==> config.mk <==
export PLATFORM = sky130hd
export DESIGN_NAME = fetch_top
export DESIGN_NICKNAME = d
export VERILOG_FILES = /design/src/logic/fetch_pkg.sv /design/src/logic/fetch_ctrl_if.sv /design/src/logic/program_counter.sv /design/src/logic/instruction_memory.sv /design/src/logic/fetch_stage.sv /design/src/logic/if_id_register.sv /design/src/logic/fetch_top.sv
export SDC_FILE = /design/constraint.sdc
export NUM_CORES = 1
export LEC_CHECK = 0
export BUFFER_PORTS_ARGS = -buffer_cell sky130_fd_sc_hd__buf_2
export CAP_MARGIN = 20
export CORE_ASPECT_RATIO = 1.1
export CORE_MARGIN = 8
export CORE_UTILIZATION = 60
export CTS_BUF_LIST = sky130_fd_sc_hd__clkbuf_8
export CTS_CLUSTER_SIZE = 10
export DETAILED_ROUTE_END_ITERATION = 16
export PLACE_DENSITY = 0.81
export SYNTH_ARGS = -nofsm -noshare
export SYNTH_HDL_FRONTEND = slang
export SYNTH_SLANG_ARGS = --single-unit
export TNS_END_PERCENT = 10
==> constraint.sdc <==
create_clock -name i_clk -period 3.5 [get_ports i_clk]
set_input_delay 0.525 -clock i_clk [delete_from_list [all_inputs] [get_ports i_clk]]
set_output_delay 0.525 -clock i_clk [all_outputs]
set_load 0.01 [all_outputs]
==> src/logic/fetch_pkg.sv <==
package fetch_pkg;

    // Package defaults, overridden through the top level parameters
    localparam int PC_SIZE    = 32;                   // Program counter width in bits
    localparam int WORD_BYTES = 4;                    // Bytes per instruction word
    localparam int MEM_WORDS  = 16;                   // Depth of the instruction memory

    // Width of one instruction word in bits
    localparam int WORD_BITS  = WORD_BYTES * 8;

    // Pointer width, enough for memories up to 255 words
    localparam int PTR_BITS   = 8;

    // Program counter value
    typedef logic [PC_SIZE-1:0]   pc_t;

    // One instruction word as stored and fetched
    typedef logic [WORD_BITS-1:0] word_t;

    // Write pointer and fill count of the memory
    typedef logic [PTR_BITS-1:0]  mem_ptr_t;

endpackage

==> src/logic/fetch_ctrl_if.sv <==
`timescale 1ns/100ps

interface fetch_ctrl_if;

    logic halt;                                       // Stop the program
    logic not_load;                                   // Stall request from the hazard unit
    logic enable;                                     // Run
    logic flush;                                      // Restart at PC 0, squash fetched word
    logic clear;                                      // Reset memory contents and PC

    // Top level drives all control levels
    modport driver (
        output halt,
        output not_load,
        output enable,
        output flush,
        output clear
    );

    // PC register needs the full set
    modport pc (
        input  halt,
        input  not_load,
        input  enable,
        input  flush,
        input  clear
    );

    // Pipeline register ignores clear
    modport stage (
        input  halt,
        input  not_load,
        input  enable,
        input  flush
    );

endinterface

==> src/logic/program_counter.sv <==
`timescale 1ns/100ps

module program_counter
    import fetch_pkg::*;
#(
    parameter int PC_SIZE = fetch_pkg::PC_SIZE        // Width of the PC register
) (
    input  logic           i_clk,                     // System clock
    input  logic           i_rst_n,                   // Async reset, active low
    fetch_ctrl_if.pc       ctrl,                      // Pipeline control levels
    input  pc_t            i_next_pc,                 // PC selected for the next cycle
    output pc_t            o_pc                       // Present PC
);

    logic [PC_SIZE-1:0] pc_q;                         // PC register
    logic               advance;                      // PC moves on this edge
    logic               restart;                      // Flush or clear forces PC to zero
    logic               pc_aligned;                   // Present PC on a word boundary
    logic               next_aligned;                 // Next PC on a word boundary

    assign restart = ctrl.flush || ctrl.clear;        // Highest priority
    assign advance = ctrl.enable && !ctrl.halt && !ctrl.not_load;

    always_ff @(posedge i_clk or negedge i_rst_n) begin
        if (!i_rst_n) begin
            pc_q <= '0;                               // Program starts at address 0
        end else if (restart) begin
            pc_q <= '0;
        end else if (advance) begin
            pc_q <= i_next_pc;                        // Sequential or jump target
        end
        // Otherwise hold under halt, stall or disable
    end

    assign o_pc = pc_q;

    // Alignment checks against the word size from the package
    assign pc_aligned   = (pc_q % pc_t'(WORD_BYTES)) == '0;
    assign next_aligned = (i_next_pc % pc_t'(WORD_BYTES)) == '0;

    // An aligned PC fed an aligned next PC can never leave the word grid
    property p_pc_stays_aligned;
        @(posedge i_clk) disable iff (!i_rst_n)
            (pc_aligned && next_aligned) |=> pc_aligned;
    endproperty

    a_pc_stays_aligned: assert property (p_pc_stays_aligned)
        else $error("PC left word alignment: %h", pc_q);

endmodule

==> src/logic/instruction_memory.sv <==
`timescale 1ns/100ps

module instruction_memory
    import fetch_pkg::*;
#(
    parameter int WORD_BYTES = fetch_pkg::WORD_BYTES, // Bytes per word, sets address step
    parameter int MEM_WORDS  = fetch_pkg::MEM_WORDS   // Number of stored words
) (
    input  logic     i_clk,                           // System clock
    input  logic     i_rst_n,                         // Async reset, active low
    input  logic     i_write,                         // Write strobe, one word per cycle
    input  logic     i_clear,                         // Empty memory and zero contents
    input  word_t    i_word,                          // Word to store
    input  pc_t      i_pc,                            // Byte address of the fetch
    output word_t    o_word,                          // Fetched word, zero when out of range
    output logic     o_full,                          // All MEM_WORDS entries written
    output logic     o_empty                          // Nothing written yet
);

    // Index width, at least one bit for a single word memory
    localparam int ADDR_W = (MEM_WORDS > 1) ? $clog2(MEM_WORDS) : 1;

    // Pointer value at which the memory is full
    localparam mem_ptr_t FULL_PTR = mem_ptr_t'(MEM_WORDS);

    word_t              mem [MEM_WORDS];              // Instruction storage
    mem_ptr_t           wr_ptr;                       // Next free entry and fill count
    logic               wr_en;                        // Accepted write this cycle
    pc_t                rd_idx;                       // Word index from the byte address
    logic               rd_in_range;                  // Index falls inside the array
    logic [ADDR_W-1:0]  rd_addr;                      // Truncated read index
    logic [ADDR_W-1:0]  wr_addr;                      // Truncated write index

    assign o_full  = (wr_ptr == FULL_PTR);
    assign o_empty = (wr_ptr == '0);
    assign wr_en   = i_write && !o_full;              // Writes while full are dropped
    assign wr_addr = wr_ptr[ADDR_W-1:0];

    // Pointer control
    always_ff @(posedge i_clk or negedge i_rst_n) begin
        if (!i_rst_n) begin
            wr_ptr <= '0;
        end else if (i_clear) begin
            wr_ptr <= '0;                             // Clear wins over a write
        end else if (wr_en) begin
            wr_ptr <= wr_ptr + mem_ptr_t'(1);
        end
    end

    // Storage array, contents only touched by clear and write
    always_ff @(posedge i_clk) begin
        if (i_clear) begin
            for (int i = 0; i < MEM_WORDS; i++) begin
                mem[i] <= '0;
            end
        end else if (wr_en) begin
            mem[wr_addr] <= i_word;
        end
    end

    // Asynchronous read, byte address to word index
    assign rd_idx      = i_pc / pc_t'(WORD_BYTES);
    assign rd_in_range = (rd_idx < pc_t'(MEM_WORDS));
    assign rd_addr     = rd_idx[ADDR_W-1:0];
    assign o_word      = rd_in_range ? mem[rd_addr] : '0;  // Past the end reads zero

    // Loader overran the memory, the word is lost
    property p_no_write_when_full;
        @(posedge i_clk) disable iff (!i_rst_n)
            (i_write && !i_clear) |-> !o_full;
    endproperty

    a_no_write_when_full: assert property (p_no_write_when_full)
        else $warning("Write dropped, instruction memory full");

    // Flags are exclusive for any nonzero depth
    property p_flags_exclusive;
        @(posedge i_clk) disable iff (!i_rst_n)
            !(o_full && o_empty);
    endproperty

    a_flags_exclusive: assert property (p_flags_exclusive)
        else $error("Memory reports full and empty together");

endmodule

==> src/logic/fetch_stage.sv <==
`timescale 1ns/100ps

module fetch_stage
    import fetch_pkg::*;
#(
    parameter int PC_SIZE    = fetch_pkg::PC_SIZE,    // PC width
    parameter int WORD_BYTES = fetch_pkg::WORD_BYTES, // PC step in bytes
    parameter int MEM_WORDS  = fetch_pkg::MEM_WORDS   // Instruction memory depth
) (
    input  logic      i_clk,                          // System clock
    input  logic      i_rst_n,                        // Async reset, active low
    fetch_ctrl_if.pc  ctrl,                           // Pipeline control levels
    input  logic      i_next_pc_src,                  // 1 selects the non-sequential PC
    input  pc_t       i_next_not_seq_pc,              // Jump or branch target
    input  logic      i_write_mem,                    // Memory load strobe
    input  word_t     i_word,                         // Word to load
    output logic      o_full_mem,                     // Memory full
    output logic      o_empty_mem,                    // Memory empty
    output word_t     o_word,                         // Word at the present PC
    output pc_t       o_next_seq_pc,                  // Present PC plus one word
    output pc_t       o_current_pc                    // Present PC
);

    pc_t next_seq_pc;                                 // Sequential successor
    pc_t next_pc;                                     // Value the PC loads when advancing
    pc_t pc;                                          // PC register output

    // Increment wraps modulo 2^PC_SIZE
    assign next_seq_pc = pc + pc_t'(WORD_BYTES);

    // Two way next PC select
    assign next_pc = i_next_pc_src ? i_next_not_seq_pc : next_seq_pc;

    assign o_next_seq_pc = next_seq_pc;
    assign o_current_pc  = pc;

    program_counter #(
        .PC_SIZE   (PC_SIZE)
    ) pc_unit (
        .i_clk     (i_clk),
        .i_rst_n   (i_rst_n),
        .ctrl      (ctrl),
        .i_next_pc (next_pc),
        .o_pc      (pc)
    );

    // Read port follows the present PC, clear comes from the control bus
    instruction_memory #(
        .WORD_BYTES (WORD_BYTES),
        .MEM_WORDS  (MEM_WORDS)
    ) imem_unit (
        .i_clk      (i_clk),
        .i_rst_n    (i_rst_n),
        .i_write    (i_write_mem),
        .i_clear    (ctrl.clear),
        .i_word     (i_word),
        .i_pc       (pc),
        .o_word     (o_word),
        .o_full     (o_full_mem),
        .o_empty    (o_empty_mem)
    );

endmodule

==> src/logic/if_id_register.sv <==
`timescale 1ns/100ps

module if_id_register
    import fetch_pkg::*;
(
    input  logic          i_clk,                      // System clock
    input  logic          i_rst_n,                    // Async reset, active low
    fetch_ctrl_if.stage   ctrl,                       // Stall, run and flush levels
    input  word_t         i_word,                     // Word fetched this cycle
    input  pc_t           i_next_seq_pc,              // Its sequential successor
    output word_t         o_word,                     // Word handed to decode
    output pc_t           o_next_seq_pc               // PC plus one word handed to decode
);

    word_t word_q;                                    // Registered instruction
    pc_t   seq_pc_q;                                  // Registered sequential PC
    logic  advance;                                   // Same condition that moves the PC

    // Kept identical to the PC rule so both stall together
    assign advance = ctrl.enable && !ctrl.halt && !ctrl.not_load;

    always_ff @(posedge i_clk or negedge i_rst_n) begin
        if (!i_rst_n) begin
            word_q   <= '0;
            seq_pc_q <= '0;
        end else if (ctrl.flush) begin
            word_q   <= '0;                           // Bubble into decode
            seq_pc_q <= '0;
        end else if (advance) begin
            word_q   <= i_word;
            seq_pc_q <= i_next_seq_pc;
        end
        // Hold on stall, nothing is lost
    end

    assign o_word        = word_q;
    assign o_next_seq_pc = seq_pc_q;

endmodule

==> src/logic/fetch_top.sv <==
`timescale 1ns/100ps

module fetch_top
    import fetch_pkg::*;
#(
    parameter int PC_SIZE    = fetch_pkg::PC_SIZE,    // PC width
    parameter int WORD_BYTES = fetch_pkg::WORD_BYTES, // Bytes per word
    parameter int MEM_WORDS  = fetch_pkg::MEM_WORDS   // Instruction memory depth
) (
    input  logic   i_clk,                             // System clock
    input  logic   i_rst_n,                           // Async reset, active low
    input  logic   i_halt,                            // Stop the program
    input  logic   i_not_load,                        // Stall from the hazard unit
    input  logic   i_enable,                          // Run
    input  logic   i_next_pc_src,                     // Take the non-sequential PC
    input  logic   i_write_mem,                       // Memory load strobe
    input  logic   i_clear_mem,                       // Clear memory and PC
    input  logic   i_flush,                           // Restart at 0, squash fetched word
    input  word_t  i_instruction,                     // Word to load into memory
    input  pc_t    i_next_not_seq_pc,                 // Jump or branch target
    output logic   o_full_mem,                        // Memory full
    output logic   o_empty_mem,                       // Memory empty
    output word_t  o_instruction,                     // Registered word for decode
    output pc_t    o_next_seq_pc,                     // Registered PC plus one word
    output pc_t    o_current_pc                       // Present PC
);

    word_t fetched_word;                              // Memory read at the present PC
    pc_t   next_seq_pc;                               // Present PC plus one word

    fetch_ctrl_if ctrl_bus ();                        // Control levels shared by both blocks

    // Plain ports onto the control bus
    assign ctrl_bus.halt     = i_halt;
    assign ctrl_bus.not_load = i_not_load;
    assign ctrl_bus.enable   = i_enable;
    assign ctrl_bus.flush    = i_flush;
    assign ctrl_bus.clear    = i_clear_mem;

    fetch_stage #(
        .PC_SIZE           (PC_SIZE),
        .WORD_BYTES        (WORD_BYTES),
        .MEM_WORDS         (MEM_WORDS)
    ) fetch_stage_inst (
        .i_clk             (i_clk),
        .i_rst_n           (i_rst_n),
        .ctrl              (ctrl_bus.pc),
        .i_next_pc_src     (i_next_pc_src),
        .i_next_not_seq_pc (i_next_not_seq_pc),
        .i_write_mem       (i_write_mem),
        .i_word            (i_instruction),
        .o_full_mem        (o_full_mem),
        .o_empty_mem       (o_empty_mem),
        .o_word            (fetched_word),
        .o_next_seq_pc     (next_seq_pc),
        .o_current_pc      (o_current_pc)
    );

    // Fetch to decode boundary
    if_id_register if_id_inst (
        .i_clk             (i_clk),
        .i_rst_n           (i_rst_n),
        .ctrl              (ctrl_bus.stage),
        .i_word            (fetched_word),
        .i_next_seq_pc     (next_seq_pc),
        .o_word            (o_instruction),
        .o_next_seq_pc     (o_next_seq_pc)
    );

endmodule

==> Yosys cells after proc, flatten, opt, wreduce, memory -nomap -nowiden <==
Memories as Yosys holds them, arrays and structs flattened.
Cells that the tools add are included.
Widths: inputs -> output; s select.
{ "word_totals": {"ramBits": 512, "latch_bits": 0, "ff_bits": 104, "word_cells": 39, "romBits": 0, "memories": 1, "in_bits": 73} }
{ "op_classes": {"add_sub_neg": 2, "shift": 0, "n_div": 0, "n_mul": 0, "n_lt_le_gt_ge": 1, "n_mux": 18, "n_eq_ne": 1, "n_reduce_logical": 12, "n_bitwise": 0} }
{ "mem_list": {"columns": ["name", "depth", "width", "read_ports", "rd_ports_with_merged_regs", "wr", "line", "source"], "rows": [
  ["fetch_stage_inst.imem_unit.mem", 16, 32, 1, 0, 16, "instruction_memory.sv:26", "word_t mem [MEM_WORDS];"]
]} }
{ "op_table": {"columns": ["op", "n"], "rows": [
  ["$mux 32", 9],
  ["$add 32x3->32 const B", 1],
  ["$reduce_or 32->1", 1],
  ["$lt 30x5->1 const B", 1],
  ["$mux 8", 2],
  ["$add 8x1->8 const B", 1],
  ["$eq 8x5->1 const B", 1],
  ["$logic_not 8->1", 1],
  ["$mux 1", 6],
  ["$reduce_bool 2->1", 3],
  ["$mux 4", 1],
  ["$logic_and 1x1->1", 3],
  ["$logic_not 1->1", 3],
  ["$logic_or 1x1->1", 1]
]} }

==> Logic depth before layout (Yosys ltp) <==
Gate-level depths: netlist of run 1.
{ "logic_depth": {"ltp_word": 8, "mapped_depth": 9, "depth_no_buf": 7} }

==> By module <==
Synthesis of run 1 repeated with hierarchy kept, for this count alone.
{ "hier_totals": {"hier_cells": 2040, "area_unflattened_um2": 29963.7} }
{ "by_module_without_submodules": {"columns": ["module", "seq_area_each_um2", "area_per_inst_um2", "cells_per_inst", "n_inst"], "rows": [
  ["instruction_memory", 15574.9, 23837.9, 1444, 1],
  ["if_id_register", 1601.5, 3241.9, 278, 1],
  ["program_counter", 800.8, 1764.2, 146, 1],
  ["fetch_stage", 0.0, 1119.8, 172, 1]
]} }

==> Worst setup path after synthesis of run 1 <==
No wires, ideal clock.
{ "synth_timing": {"kind": "register to register", "startpoint": "register fetch_stage_inst.imem_unit.wr_ptr[0]", "endpoint": "memory fetch_stage_inst.imem_unit.mem[0][0] (netlist name) (enable)", "required_time_ps": 3112, "path_buffers": 1, "setup_ps": 388, "arrival_time_ps": 2395, "path_stages_with_launch": 9, "path_slack_ps": 717, "cell_sequence": "dfrtp_1 inv_1 ha_1 nor2b_1 nand3_1 nand2_1 nor3_2 clkbuf_1 a21o_1"} }
{ "synth_rtl": {"columns": ["element", "line", "source"], "rows": [
  ["start: declaration", "instruction_memory.sv:27", "mem_ptr_t wr_ptr;"],
  ["start signal: assignment", "instruction_memory.sv:46", "wr_ptr <= wr_ptr + mem_ptr_t'(1);"],
  ["end: declaration", "instruction_memory.sv:26", null]
]} }

==> Worst setup path after layout of run 1 <==
{ "layout_timing": {"startpoint": "register fetch_stage_inst.imem_unit.wr_ptr[2]", "endpoint": "output o_full_mem"} }
{ "layout_between": {"elab_chain_len": 1} }
{ "layout_rtl": {"columns": ["element", "line", "source"], "rows": [
  ["$eq 8x5->1", "instruction_memory.sv:34", "assign o_full = (wr_ptr == FULL_PTR);"],
  ["end: declaration", "fetch_top.sv:21", "output logic o_full_mem,"]
]} }
Every way passes these cells.

==> flow_summary.toml, run 1 <==
[run_status]
status = "complete, no violations"

[clock_tree]
clk-insertion-delay-late_ns = 0.69
cts.sinks = 616
clock_path_buffers = 3
post-cts-setup-buffers = 0
htree_levels = 3
cts_tree = "built"
cts_inserted_buffers = 94
clkTransAtPathRegs_ns = 0.07
clock-root-buffer = "clkbuf_8"

[finish]
layout.nets = 2348
regArea_um2 = 18000
drive_above_1_share_pct = 20.2
fillers = 3160
final_common_cell = "edfxtp_1"
mostFrequentLayoutCells = "edfxtp_1, and2_1, and3_1, buf_2, mux2i_1"
area_delta_synth_final_pct = 12.1
multi_input_area_um2 = 9810
stdcell_count = 3000

[pwr]
peakVddDrop_mv = 0.241
leakage_uw = 0.0126
power_density_nw_per_um2 = 471

[global_routing]
grt_pass1_vias = 19851
antenna_found_initial = 5
grt-ovfl-total = 0
grt_start_max_net_pins = 115
grt_pass1_wl_mm = 116
track_usage_pct = 27.4

[yosys]
synth_area_leader_cell = "edfxtp_1"
synth_cell_types = 57
synth_edf_count = 512
synth_nets = 2225
postSynthCellCount = 2147
ys.flop_type = "edfxtp_1"
async_flop_share_pct = 16.9
yosysWarningCount = 0
synth_top_area_share_pct = 53.9
synth.avg_cell_area_um2 = 13.3
synth_area_leaders = "edfxtp_1, dfrtp_1, and2_1"
ys_seq_area_share_pct = 63.0
synth_area_um2 = 28500
ys_ff_latch = 616

[worst_setup_path]
required_ns = 2.97
criticalPathCategory = "reg2out"
startpoint_type = "flip-flop"
crit_arrival_ns = 2.37
crit_fanout = 12
ff2ff_setup_slack_ns = 0.71
r2r_start = "fetch_stage_inst.imem_unit.wr_ptr[2]$_DFFE_PN0P_"
rr_worst_depth = 7
end_kind = "primary output"
reg2reg_to = "fetch_stage_inst.imem_unit.mem[3][26]$_SDFFCE_PN0P_"

[route]
drt-total-wl_mm = 75.9
first_iter_violations = 2307
drcViolationCount = 0
ant_nets = 0
post_drt_wl_per_cell_um = 25.3
firstDrtPassIters = 6
via_per_inst = 6.37
via_count = 19124

[floorplanning]
die_y_um = 245
fp-row-count = 84
die-area_um2 = 54800
initial_core_util_pct = 60.2
io_pins = 171
die_w_um = 224
placeableCoreArea_um2 = 47400

[sta]
setup_viol = 0
finalCriticalPeriod_ns = 2.89
maxSlewViolCount = 0
fin_setup_tns_ns = 0
hold_violations = 0
rsz0062_at_grt = "no"
fmax_ghz = 0.346
worst_clock_skew_ns = 0.0411
min_period_over_period_pct = 82.6
tightest_slew_ns = 1.00
slew_headroom_pct = 33.3

[placed_design]
dp.cells = 2815
dp_hpwl_mm = 44.7
gp_congestion = 0.898
io_buffers = 170

[worst_hold_path]
min_path_cells = 3
hold_class = "in2reg"
min_to = "fetch_stage_inst.pc_unit.o_pc[0]$_DFFE_PN0P_"
hp-start = "i_next_not_seq_pc[0]"

[run]
maxCapViolations = 0
-- synth_stat cells (5+ instances only) --
library cell	n
edfxtp_1	512
and2_1	320
and3_1	204
clkbuf_1	174
mux2i_1	127
nand2_1	110
dfrtp_1	104
o21ai_0	83
nor2_1	68
mux4_2	66
o221ai_1	62
a211oi_1	32
o2bb2ai_1	31
a21oi_1	27
buf_2	27
nand3_1	26
xor2_1	18
xnor2_1	16
nand4_1	12
nor3_1	11
or2_2	11
nor4_1	10
a31oi_1	8
a21o_1	7
a32o_1	6
inv_1	6
a22o_1	5
a22oi_1	5
buf_1	5
ha_1	5
nor2b_1	5
-- logic make-up after synthesis --
group	Yosys count	synth area share, %
and+or+nand+nor	799	16.1
DFF	616	63.0
AOI/OAI and AO/OA	287	7.09
buffers and inverters	213	2.93
muxes	193	9.66
xor gates and xnor gates	34	1.04
adders and majority gates	5	0.219
-- how the worst max path moves through the flow --
stage | startpoint | slack, ns | to | cells past startpoint
floorplan | fetch_stage_inst.imem_unit.wr_ptr[0]$_DFFE_PN0P_ | 0.72 | fetch_stage_inst.imem_unit.mem[0][0]$_SDFFCE_PN0P_ | 8
global placement | fetch_stage_inst.imem_unit.wr_ptr[0]$_DFFE_PN0P_ | 0.99 | fetch_stage_inst.imem_unit.mem[3][15]$_SDFFCE_PN0P_ | 9
detailed placement | fetch_stage_inst.imem_unit.wr_ptr[0]$_DFFE_PN0P_ | 0.81 | fetch_stage_inst.imem_unit.mem[3][15]$_SDFFCE_PN0P_ | 9
CTS | fetch_stage_inst.imem_unit.wr_ptr[2]$_DFFE_PN0P_ | 0.69 | o_full_mem | 4
global route | fetch_stage_inst.imem_unit.wr_ptr[2]$_DFFE_PN0P_ | 0.55 | o_full_mem | 4
finish | fetch_stage_inst.imem_unit.wr_ptr[2]$_DFFE_PN0P_ | 0.61 | o_full_mem | 4
-- power breakdown --
part           leakage, µW  switching, µW  internal, µW  total [µW]
Clock              0.00108           2810          2980        5800
Sequential         0.00672           96.0          8210        8310
Combinational      0.00477            647           298         945
-- per-layer routing --
metal / track usage, % / up-vias / part of all wire, %
met5: 0 / - / 0.034
met4: 13.0 / 4 / 3.6
met3: 5.53 / 200 / 11
met2: 45.3 / 1107 / 50
met1: 34.5 / 9522 / 36
li1: - / 8291 / -
-- state kept, by name (all words and copies together) (netlist names) --
| name | cells |
|---|---|
| fetch_stage_inst.pc_unit.o_pc | 32 |
| fetch_stage_inst.imem_unit.mem | 512 |
| fetch_stage_inst.imem_unit.wr_ptr | 8 |
| if_id_inst.o_word | 32 |
| if_id_inst.o_next_seq_pc | 32 |
-- worst max-delay path, cell delays in order, from the launching register on --
cell and delay [ns]:
dfrtp_1 0.59, nor4_1 0.48, nand3_1 0.27, inv_1 0.20, buf_2 0.16
-- cell type report --
type                       count  share of cell area [%]
multi-input combinational   1318                    30.7
inverter                       6                  0.0704
tap                          645                    2.52
clock buffer                 108                    4.65
timing repair buffer         234                    4.67
clock inverter                69                    1.13
sequential                   616                    56.2
antenna                        4                  0.0313
-- metrics by stage --
step / instance area, µm² / util (%) / total power [µW] / hold slack (ns) / setup slack [ns]
after floorplan: 28500 / - / 8940 / 0.229 / 0.717
after global placement: 30000 / 63.4 / 9330 / 0.473 / 0.988
after detailed placement: 30000 / 63.4 / 9380 / 0.474 / 0.813
after CTS: 31900 / 67.3 / 15100 / 0.0909 / 0.686
after global routing: 32000 / 67.5 / 15500 / 0.133 / 0.546
final: 32000 / 67.5 / 15100 / 0.132 / 0.609
-- what timing repair did --
action                                 CTS  global route
endpoints found under the hold margin   48             0
gates resized for setup                  0             0
hold buffers                             1             0
(Power assumes the default switching activity.)
==> run 2, diff against run 1 <==
clock period = 2.7 ns   (was 3.5 ns; I/O delays follow)
==> flow_summary.toml, run 2 (synthesis results as in run 1) <==
[worst_setup_path]
startpoint_type = "flip-flop"
crit_arrival_ns = 2.25
ff2ff_setup_slack_ns = 0.21
criticalPathCategory = "reg2out"
crit_fanout = 5
required_ns = 2.30
end_kind = "primary output"

[route]
ant_nets = 0
via_per_inst = 6.38
first_iter_violations = 2461
post_drt_wl_per_cell_um = 25.7
via_count = 19290
drcViolationCount = 0
firstDrtPassIters = 7
drt-total-wl_mm = 77.6

[clock_tree]
clock_path_buffers = 3
cts_inserted_buffers = 93
cts.sinks = 616
cts_tree = "built"
clock-root-buffer = "clkbuf_8"
post-cts-setup-buffers = 0
clkTransAtPathRegs_ns = 0.06
clk-insertion-delay-late_ns = 0.68
htree_levels = 3

[finish]
area_delta_synth_final_pct = 12.5
mostFrequentLayoutCells = "edfxtp_1, and2_1, and3_1, buf_2, mux2i_1"
largest_register_ffs = 512
fillers = 3231
layout.nets = 2374
utilization_pct = 67.7
regMostFlops = "fetch_stage_inst.imem_unit.mem"
drive_above_1_share_pct = 20.6
finalInstanceArea_um2 = 32100
final_common_cell = "edfxtp_1"

[placed_design]
dpl_cell_area_um2 = 30300
dp_hpwl_mm = 45.2
io_buffers = 170
gp_congestion = 0.917

[sta]
slew_headroom_pct = 30.8
worst_clock_skew_ns = 0.0305
hold_violations = 0
setup_viol = 0
min_period_over_period_pct = 98.4
fin_setup_tns_ns = 0
tightest_slew_ns = 1.04
fmax_ghz = 0.376
finalCriticalPeriod_ns = 2.66
maxSlewViolCount = 0
rsz0062_at_grt = "no"

[floorplanning]
die-area_um2 = 54800
placeableCoreArea_um2 = 47400
die_y_um = 245
initial_core_util_pct = 60.2
io_pins = 171
fp-row-count = 84
die_w_um = 224

[pwr]
leakage_uw = 0.0127
peakVddDrop_mv = 0.339
power_density_nw_per_um2 = 597

[global_routing]
antenna_found_initial = 3
grt_pass1_vias = 19567
grt_start_max_net_pins = 70
track_usage_pct = 28.0
grt-ovfl-total = 0
grt_pass1_wl_mm = 117

[run_status]
status = "complete, no violations"

[worst_hold_path]
hold_class = "in2reg"

[run]
maxCapViolations = 0
## run 2: cell types whose count changed in the layout (fill, tap and decap cells not counted), moves of 3 or more
cell and change:
dlygate4sd3_1 +3, buf_4 +20, inv_8 -3, buf_12 +5, clkbuf_8 -8, clkinv_1 -5
inv_1 +12
## run 2: path summary, 6_finish.rpt
check / from / to / cells past startpoint
worst min register to register: if_id_inst.o_word[26]$_DFFE_PN0P_ / if_id_inst.o_word[26]$_DFFE_PN0P_ / 2
min in group asynchronous: i_rst_n / if_id_inst.o_word[5]$_DFFE_PN0P_ / 2
max in group asynchronous: i_rst_n / fetch_stage_inst.pc_unit.o_pc[11]$_DFFE_PN0P_ / 3
worst min-delay path: i_write_mem / fetch_stage_inst.imem_unit.wr_ptr[1]$_DFFE_PN0P_ / 3
worst max register to register: fetch_stage_inst.imem_unit.wr_ptr[0]$_DFFE_PN0P_ / fetch_stage_inst.imem_unit.mem[1][3]$_SDFFCE_PN0P_ / 8
worst max-delay path: fetch_stage_inst.imem_unit.wr_ptr[0]$_DFFE_PN0P_ / o_empty_mem / 6
## run 2: final cells by class
cell class / count / area (µm²) / share of cell area, %
sequential: 616 / 18000 / 56.0
antenna: 3 / 7.51 / 0.0234
tap: 645 / 807 / 2.51
clock buffer: 100 / 1380 / 4.29
multi-input combinational: 1318 / 9810 / 30.6
timing repair buffer: 261 / 1750 / 5.44
clock inverter: 73 / 338 / 1.05
inverter: 6 / 22.5 / 0.0702
## run 2: power by group
group / leakage, µW / internal [µW] / total (µW) / switching (µW)
Sequential: 0.00672 / 10600 / 10800 / 122
Combinational: 0.00493 / 404 / 1260 / 856
Clock: 0.00105 / 3520 / 7140 / 3620
## run 2: timing repair
action | 4_1_cts | 5_1_grt
gates resized for setup | 0 | 1
setup endpoints to repair | 0 | 1
endpoints found under the hold margin | 37 | 0
hold buffers | 4 | 0
## run 2: worst max-delay path, cell delays in order (launching register included)
cell and delay, ns:
dfrtp_1 0.43, inv_1 0.14, ha_2 0.23, nor2b_1 0.22, nand2_1 0.10, nor2_1 0.25
buf_2 0.20
## run 2: per-layer routing
| layer | share of wire (%) | up-vias | global-route usage [%] |
|---|---|---|---|
| met5 | 0 | - | 0 |
| met4 | 4.2 | 0 | 13.4 |
| met3 | 9.3 | 227 | 4.57 |
| met2 | 50 | 1138 | 47.2 |
| met1 | 36 | 9574 | 35.3 |
| li1 | - | 8351 | - |
## run 2: through the flow
step / total power, µW / setup WS, ns / std cells / hold WS, ns
2_1_floorplan: 11600 / -0.0825 / 2147 / 0.109
3_3_place_gp: 12100 / 0.346 / 2842 / 0.465
3_5_place_dp: 12200 / 0.289 / 2842 / 0.469
4_1_cts: 19200 / 0.0626 / 3019 / 0.0100
5_1_grt: 19700 / 0.00261 / 3022 / 0.0526
6_report: 19200 / 0.0429 / 3022 / 0.0616
